--- src/design/processor_pkg.sv ---
`default_nettype none

package processor_pkg;

  // Register and data byte
  typedef logic [7:0] data_t;

  // Instruction memory address
  typedef logic [15:0] addr_t;

  // General register number, 0..3 selects A..D
  typedef logic [1:0] reg_idx_t;

  // Codes not listed here execute as NOP
  typedef enum logic [3:0] {
    OP_NOP = 4'd0,
    OP_LDI = 4'd1,
    OP_MOV = 4'd2,
    OP_ADD = 4'd3,
    OP_SUB = 4'd4,
    OP_AND = 4'd5,
    OP_OR  = 4'd6,
    OP_XOR = 4'd7,
    OP_HLT = 4'd15
  } opcode_e;

  // One instruction byte as it sits in memory
  typedef struct packed {
    opcode_e  opcode;
    reg_idx_t dst;
    reg_idx_t src;
  } instr_t;

  typedef struct packed {
    logic halt;
    logic negative;
    logic carry;
  } flags_t;

  // Stage-2 writeback towards the register file
  typedef struct packed {
    logic     reg_we;
    reg_idx_t dst;
    data_t    value;
    logic     flags_we;
    logic     carry;
    logic     negative;
    logic     halt;
  } wb_t;

  localparam addr_t RESET_PC = 16'h0000;

  // Placed in stage 1 in place of a constant byte
  localparam instr_t NOP_INSTR = '0;

endpackage

`default_nettype wire

--- src/design/alu.sv ---
`default_nettype none

module alu (
  input  wire processor_pkg::opcode_e op,
  input  wire processor_pkg::data_t   lhs,
  input  wire processor_pkg::data_t   rhs,
  output processor_pkg::data_t        result,
  output logic                        carry,
  output logic                        negative
);

  // Ninth bit holds the carry out
  logic [8:0] sum;

  always_comb begin
    sum    = '0;
    result = '0;
    carry  = 1'b0;
    case (op)
      processor_pkg::OP_ADD: begin
        sum    = {1'b0, lhs} + {1'b0, rhs};
        result = sum[7:0];
        carry  = sum[8];
      end
      // Carry set after the two's complement subtract means no borrow
      processor_pkg::OP_SUB: begin
        sum    = {1'b0, lhs} + {1'b0, ~rhs} + 9'd1;
        result = sum[7:0];
        carry  = sum[8];
      end
      processor_pkg::OP_AND: result = lhs & rhs;
      processor_pkg::OP_OR:  result = lhs | rhs;
      processor_pkg::OP_XOR: result = lhs ^ rhs;
      default: ;
    endcase
  end

  assign negative = result[7];

endmodule

`default_nettype wire

--- src/design/reg_file.sv ---
`default_nettype none

module reg_file (
  input  wire                         clk,
  input  wire                         reset,
  input  wire processor_pkg::reg_idx_t lhs_sel,
  input  wire processor_pkg::reg_idx_t rhs_sel,
  output processor_pkg::data_t        lhs_value,
  output processor_pkg::data_t        rhs_value,
  input  wire processor_pkg::wb_t      wb,
  output processor_pkg::data_t        a,
  output processor_pkg::data_t        b,
  output processor_pkg::data_t        c,
  output processor_pkg::data_t        d,
  output processor_pkg::flags_t       flags
);

  // A, B, C, D in index order
  processor_pkg::data_t regs [4];

  always_ff @(posedge clk) begin
    if (reset) begin
      for (int i = 0; i < 4; i++) begin
        regs[i] <= '0;
      end
    end else if (wb.reg_we) begin
      regs[wb.dst] <= wb.value;
    end
  end

  always_ff @(posedge clk) begin
    if (reset) begin
      flags <= '0;
    end else begin
      if (wb.flags_we) begin
        flags.carry    <= wb.carry;
        flags.negative <= wb.negative;
      end
      // Halt only clears on reset
      if (wb.halt) begin
        flags.halt <= 1'b1;
      end
    end
  end

  assign lhs_value = regs[lhs_sel];
  assign rhs_value = regs[rhs_sel];

  assign a = regs[0];
  assign b = regs[1];
  assign c = regs[2];
  assign d = regs[3];

  // Nothing behind HLT in the pipeline may reach the registers
  no_write_after_halt: assert property (
    @(posedge clk) disable iff (reset)
    flags.halt |-> (!wb.reg_we && !wb.flags_we)
  );

endmodule

`default_nettype wire

--- src/design/instr_fetch.sv ---
`default_nettype none

module instr_fetch (
  input  wire                    clk,
  input  wire                    reset,
  input  wire processor_pkg::data_t mem_data,
  input  wire                    const_fetch,
  input  wire                    halt_req,
  output processor_pkg::addr_t   pc,
  output processor_pkg::instr_t  dispatch
);

  typedef enum logic {
    FETCH_RUN,
    FETCH_HALTED
  } fetch_state_e;

  fetch_state_e state;
  logic         advance;

  // PC stops as soon as HLT reaches stage 1, so it rests at HLT address + 1
  assign advance = (state == FETCH_RUN) && !halt_req;

  always_ff @(posedge clk) begin
    if (reset) begin
      state <= FETCH_RUN;
    end else if (halt_req) begin
      state <= FETCH_HALTED;
    end
  end

  always_ff @(posedge clk) begin
    if (reset) begin
      pc <= processor_pkg::RESET_PC;
    end else if (advance) begin
      pc <= pc + 16'd1;
    end
  end

  // The byte after LDI is data, never an instruction
  assign dispatch = (advance && !const_fetch) ? processor_pkg::instr_t'(mem_data)
                                              : processor_pkg::NOP_INSTR;

  // Halted machine keeps its PC until the next reset
  pc_frozen_when_halted: assert property (
    @(posedge clk) disable iff (reset)
    (state == FETCH_HALTED) |=> (pc == $past(pc))
  );

endmodule

`default_nettype wire

--- src/design/execute_stage.sv ---
`default_nettype none

module execute_stage (
  input  wire                       clk,
  input  wire                       reset,
  input  wire processor_pkg::instr_t dispatch,
  input  wire processor_pkg::data_t  mem_data,
  output processor_pkg::reg_idx_t   lhs_sel,
  output processor_pkg::reg_idx_t   rhs_sel,
  input  wire processor_pkg::data_t  lhs_value,
  input  wire processor_pkg::data_t  rhs_value,
  output logic                      const_fetch,
  output logic                      halt_req,
  output processor_pkg::wb_t        wb
);

  processor_pkg::instr_t stage1;
  processor_pkg::data_t  lhs_op;
  processor_pkg::data_t  rhs_op;
  processor_pkg::data_t  alu_result;
  logic                  alu_carry;
  logic                  alu_negative;
  processor_pkg::wb_t    wb_next;

  always_ff @(posedge clk) begin
    if (reset) begin
      stage1 <= processor_pkg::NOP_INSTR;
    end else begin
      stage1 <= dispatch;
    end
  end

  // LHS is the destination register, RHS the source
  assign lhs_sel = stage1.dst;
  assign rhs_sel = stage1.src;

  // Stage 2 has not written yet, so take its value directly
  assign lhs_op = (wb.reg_we && wb.dst == stage1.dst) ? wb.value : lhs_value;
  assign rhs_op = (wb.reg_we && wb.dst == stage1.src) ? wb.value : rhs_value;

  alu alu0 (
    .op       (stage1.opcode),
    .lhs      (lhs_op),
    .rhs      (rhs_op),
    .result   (alu_result),
    .carry    (alu_carry),
    .negative (alu_negative)
  );

  assign const_fetch = (stage1.opcode == processor_pkg::OP_LDI);
  assign halt_req    = (stage1.opcode == processor_pkg::OP_HLT);

  always_comb begin
    wb_next          = '0;
    wb_next.dst      = stage1.dst;
    wb_next.value    = alu_result;
    wb_next.carry    = alu_carry;
    wb_next.negative = alu_negative;
    case (stage1.opcode)
      // Constant byte is on the memory bus this very cycle
      processor_pkg::OP_LDI: begin
        wb_next.reg_we = 1'b1;
        wb_next.value  = mem_data;
      end
      processor_pkg::OP_MOV: begin
        wb_next.reg_we = 1'b1;
        wb_next.value  = rhs_op;
      end
      processor_pkg::OP_ADD, processor_pkg::OP_SUB, processor_pkg::OP_AND,
      processor_pkg::OP_OR, processor_pkg::OP_XOR: begin
        wb_next.reg_we   = 1'b1;
        wb_next.flags_we = 1'b1;
      end
      processor_pkg::OP_HLT: wb_next.halt = 1'b1;
      default: ;
    endcase
  end

  always_ff @(posedge clk) begin
    if (reset) begin
      wb <= '0;
    end else begin
      wb <= wb_next;
    end
  end

  // Fetch relies on these two being exclusive
  fetch_requests_exclusive: assert property (
    @(posedge clk) disable iff (reset)
    !(const_fetch && halt_req)
  );

endmodule

`default_nettype wire

--- src/design/processor.sv ---
`default_nettype none

module processor (
  input  wire                       clk,
  input  wire                       reset,
  input  wire processor_pkg::data_t mem_data,
  output processor_pkg::addr_t      mem_addr,
  output processor_pkg::data_t      a,
  output processor_pkg::data_t      b,
  output processor_pkg::data_t      c,
  output processor_pkg::data_t      d,
  output processor_pkg::flags_t     flags,
  output processor_pkg::addr_t      pc,
  output logic                      halt
);

  processor_pkg::instr_t   dispatch;
  logic                    const_fetch;
  logic                    halt_req;
  processor_pkg::reg_idx_t lhs_sel;
  processor_pkg::reg_idx_t rhs_sel;
  processor_pkg::data_t    lhs_value;
  processor_pkg::data_t    rhs_value;
  processor_pkg::wb_t      wb;

  instr_fetch fetch0 (
    .clk         (clk),
    .reset       (reset),
    .mem_data    (mem_data),
    .const_fetch (const_fetch),
    .halt_req    (halt_req),
    .pc          (pc),
    .dispatch    (dispatch)
  );

  execute_stage exec0 (
    .clk         (clk),
    .reset       (reset),
    .dispatch    (dispatch),
    .mem_data    (mem_data),
    .lhs_sel     (lhs_sel),
    .rhs_sel     (rhs_sel),
    .lhs_value   (lhs_value),
    .rhs_value   (rhs_value),
    .const_fetch (const_fetch),
    .halt_req    (halt_req),
    .wb          (wb)
  );

  reg_file regs0 (
    .clk       (clk),
    .reset     (reset),
    .lhs_sel   (lhs_sel),
    .rhs_sel   (rhs_sel),
    .lhs_value (lhs_value),
    .rhs_value (rhs_value),
    .wb        (wb),
    .a         (a),
    .b         (b),
    .c         (c),
    .d         (d),
    .flags     (flags)
  );

  // Memory is always addressed by the PC
  assign mem_addr = pc;
  assign halt     = flags.halt;

endmodule

`default_nettype wire

--- config.mk ---
export PLATFORM = sky130hd
export DESIGN_NAME = processor
export DESIGN_NICKNAME = d
export VERILOG_FILES = /design/src/design/processor_pkg.sv /design/src/design/alu.sv /design/src/design/reg_file.sv /design/src/design/instr_fetch.sv /design/src/design/execute_stage.sv /design/src/design/processor.sv
export SDC_FILE = /design/constraint.sdc
export NUM_CORES = 1
export LEC_CHECK = 0
export BUFFER_PORTS_ARGS = -buffer_cell sky130_fd_sc_hd__buf_2
export CAP_MARGIN = 10
export CORE_MARGIN = 2
export CORE_UTILIZATION = 51
export CTS_CLUSTER_SIZE = 30
export DETAILED_ROUTE_END_ITERATION = 8
export GPL_TIMING_DRIVEN = 0
export PLACE_DENSITY = 0.72
export SETUP_SLACK_MARGIN = 0.3
export SYNTH_ARGS = -nofsm -noshare
export SYNTH_HDL_FRONTEND = slang
export SYNTH_SLANG_ARGS = --single-unit
--- constraint.sdc ---
create_clock -name clk -period 3.2 [get_ports clk]
set_clock_uncertainty 0.05 [all_clocks]
set_input_delay 0.32 -clock clk [delete_from_list [all_inputs] [get_ports clk]]
set_output_delay 0.32 -clock clk [all_outputs]
set_load 0.01 [all_outputs]
==> results.cfg <==
[run_status]
status = finished, final reports clean

[yosys]
async_flop_share = 0
synthDistinctLibCells = 60
synth_edf_count = 32
postSynthCellCount = 457
ys_seq_area_frac = 0.390
synth_ff_type = dfxtp_1
yosysWarnings = 0
syn_nets = 494
avgSynthCellArea_um2 = 10.2
synth_seq_cells = 75
synth_area_mm2 = 0.00467

[clock_network]
cts_sinks = 75
cts_max_level = 3
clockBufferDepth = 2
cts_tree = done
numCtsBuffers = 9
cts_hold_buf = 0
root_buffer = clkbuf_8
path_clk_slew_ps = 90
clk_latency_ps = 370

[global_route]
antenna_found_initial = 0
grt_pass1_vias = 3729
grt_pass1_wl_mm = 19.4
grt_usage = 0.256
overflow = 0
grt_max_degree = 15

[setup_path]
worst_path_max_delay_cell = mux4_2
max_stage_delay_ps = 490
cp.depth = 12
crit_type = reg -> reg
worstPathBufferInverterCount = 3
endpoint_kind = register
path_cells = buf_8 -> buf_4 -> mux4_2 -> mux2_4 -> ha_4 -> buf_6 -> nor2_4 -> a211oi_4 -> nand2_1 -> and4_1 -> nor3_2 -> a41oi_2
crit_required_ps = 3370
critPathMaxFanout = 5
cp_top_family = multiplexers
worst_ep_arrival_time_ps = 3290
crit_path_start_kind = register
reg2reg_depth = 12

[finish]
fin_cells = 678
syn_to_final_growth_pct = 26.9
antennaDiodeCount = 0
multi_input_area_mm2 = 0.00281
drive_above_1_share = 0.409
finish.utilization = 0.673
nets = 603
num-fill-cells = 673
regArea_mm2 = 0.00183

[routing]
wirelength_mm = 12.7
met2_length_mm = 6.19
wl_met1_mm = 5.29
first_pass_iters = 5
ant_nets = 0
vias_per_cell = 5.79
dr_wl_met3_um = 941
drcViolationCount = 0
vias = 3923
wire_per_inst_um = 18.7
highest_layer = met4
drt_iter0_drc = 347

[pwr]
ir_worst_vdd_mv = 0.219
leakagePower_nw = 2.56
power.density_mw_per_mm2 = 454

[timing]
timing.final.crit_share = 0.976
min_period_ps = 3120
hold_viol = 0
whs_ps = 130
slew_violations = 0
tns_ps = 0
rsz0062_at_grt = true
worstMarginPinSlew_ps = 1120
setup_slack_ps = 75.3
max_slew_margin = 0.249
setup_viol = 0
max_freq_mhz = 320

[placed_design]
dp.cells = 642
place_congestion = 0.901
dp_slack_ps = -235
placement.io_buffers = 77
hpwl_mm = 8.71

[die]
rows = 34
ios = 78
die_y_um = 99.7
core_area_mm2 = 0.00881
start_util = 0.530
die_x_um = 99.7
fp.dieArea_mm2 = 0.00994

[job]
maxCapViolCount = 0

[worst_hold_path]
min_path_type = in -> reg
hold_depth = 2
logic make-up (layout without fill, tap and decap cells):
kind of cell | count (synthesis) | after routing | share of synthesized area
AO/OA/AOI/OAI | 77 | 77 | 0.111
XOR/XNOR | 21 | 21 | 0.0394
adder cells (fa/ha/maj) | 27 | 27 | 0.0723
buffers and inverters | 62 | 175 | 0.0704
flip-flops | 75 | 75 | 0.390
multiplexers | 39 | 39 | 0.131
AND/OR/NAND/NOR | 156 | 156 | 0.185
registers in the layout, summed over array words and instances (netlist names):
register and cells:
exec0.stage1 4, exec0.wb 15, exec0.lhs_sel 2, regs0.regs 32, fetch0.state 1, exec0.rhs_sel 2, fetch0.pc 16, regs0.flags 3
final timing paths:
check	slack (ps)	to	startpoint
setup / recovery	80	exec0.wb[11]	exec0.lhs_sel[0]
hold / removal	130	exec0.rhs_sel[1]	mem_data[1]
setup reg to reg	80	exec0.wb[11]	exec0.lhs_sel[0]
hold reg to reg	430	regs0.flags[0]	exec0.wb[2]
per-stage QoR:
stage	area [um^2]	total power [mW]
final	5930	2.69
after global routing	5930	2.81
after floorplan	4730	1.54
after detailed placement	5250	1.71
after global placement	5250	1.69
after CTS	5690	2.56
synthesized netlist by cell type, types with 2 or more instances:
master    instances  area (um^2)
nor3b_1           4         30.0
xnor2_1           9         78.8
edfxtp_1         32          961
nor3_2            3         30.0
dfxtp_1          43          861
nor2_1           34          128
and2b_2           2         17.5
a31oi_1           4         25.0
mux4_2           16          360
or3_1             2         12.5
a21oi_1          14         70.1
a21boi_0          2         15.0
o21a_1            2         15.0
and2_1           42          263
nor2b_1           7         43.8
nor3_1            4         20.0
buf_4            21          158
or2_2             5         31.3
nand2_1          30          113
buf_2             7         35.0
a221oi_1          3         26.3
a222oi_1          3         30.0
clkbuf_1          6         22.5
a31o_2            2         17.5
mux2i_1           6         60.1
o21ai_0          23          115
ha_1             27          338
o211ai_1          2         15.0
xor2_1           12          105
a21o_1            2         15.0
nand4_1           3         18.8
o22ai_1           3         18.8
o21bai_1          2         15.0
inv_1            26         97.6
a211oi_1          2         15.0
a22oi_1           4         30.0
and4_1            2         17.5
a22o_1            2         17.5
mux2_2           17          191
nand3_1           5         25.0
nand2b_1          3         18.8
layout make-up:
class                           count  area share
Tap cell                          108      0.0228
Multi-Input combinational cell    320       0.475
Timing Repair Buffer               98      0.0965
Inverter                           26      0.0173
Clock buffer                        9      0.0209
Sequential cell                    75       0.308
Clock inverter                      6      0.0125
Buffer                             36      0.0473
layer usage:
layer | up-vias | global-route usage
met5 | - | 0
met4 | 0 | 0.113
met3 | 25 | 0.0590
met2 | 179 | 0.411
met1 | 1896 | 0.333
li1 | 1823 | -
what timing repair did:
| action | in CTS | in global routing |
|---|---|---|
| buffers inserted | 11 | 9 |
| gates cloned | 1 | 0 |
| endpoints found under the hold margin | 0 | 0 |
| setup endpoints to repair | 8 | 7 |
| pin swaps | 13 | 21 |
| gates resized for setup | 36 | 41 |
cells in the final DEF, fill, tap and decap left out, types with 4 or more instances in the layout:
| master | n |
|---|---|
| a21oi_1 | 13 |
| a22oi_1 | 4 |
| and2_1 | 42 |
| buf_2 | 81 |
| buf_4 | 39 |
| buf_6 | 5 |
| clkbuf_8 | 9 |
| dfxtp_1 | 41 |
| edfxtp_1 | 32 |
| ha_1 | 20 |
| ha_4 | 7 |
| inv_1 | 22 |
| mux2_2 | 11 |
| mux2_4 | 6 |
| mux2i_1 | 5 |
| mux4_2 | 16 |
| nand2_1 | 29 |
| nand3_1 | 4 |
| nor2_1 | 33 |
| nor2b_1 | 6 |
| nor3_2 | 4 |
| nor3b_1 | 4 |
| o21ai_0 | 16 |
| o21ai_1 | 5 |
| xnor2_1 | 6 |
| xor2_1 | 12 |
power by group:
| group | leakage, nW | switching, mW | total [mW] | internal [mW] |
|---|---|---|---|---|
| Combinational | 1.78 | 0.436 | 0.833 | 0.397 |
| Sequential | 0.683 | 0.0503 | 1.09 | 1.04 |
| Clock | 0.0938 | 0.404 | 0.770 | 0.365 |
Note: power is estimated with default switching activity, not from simulation.
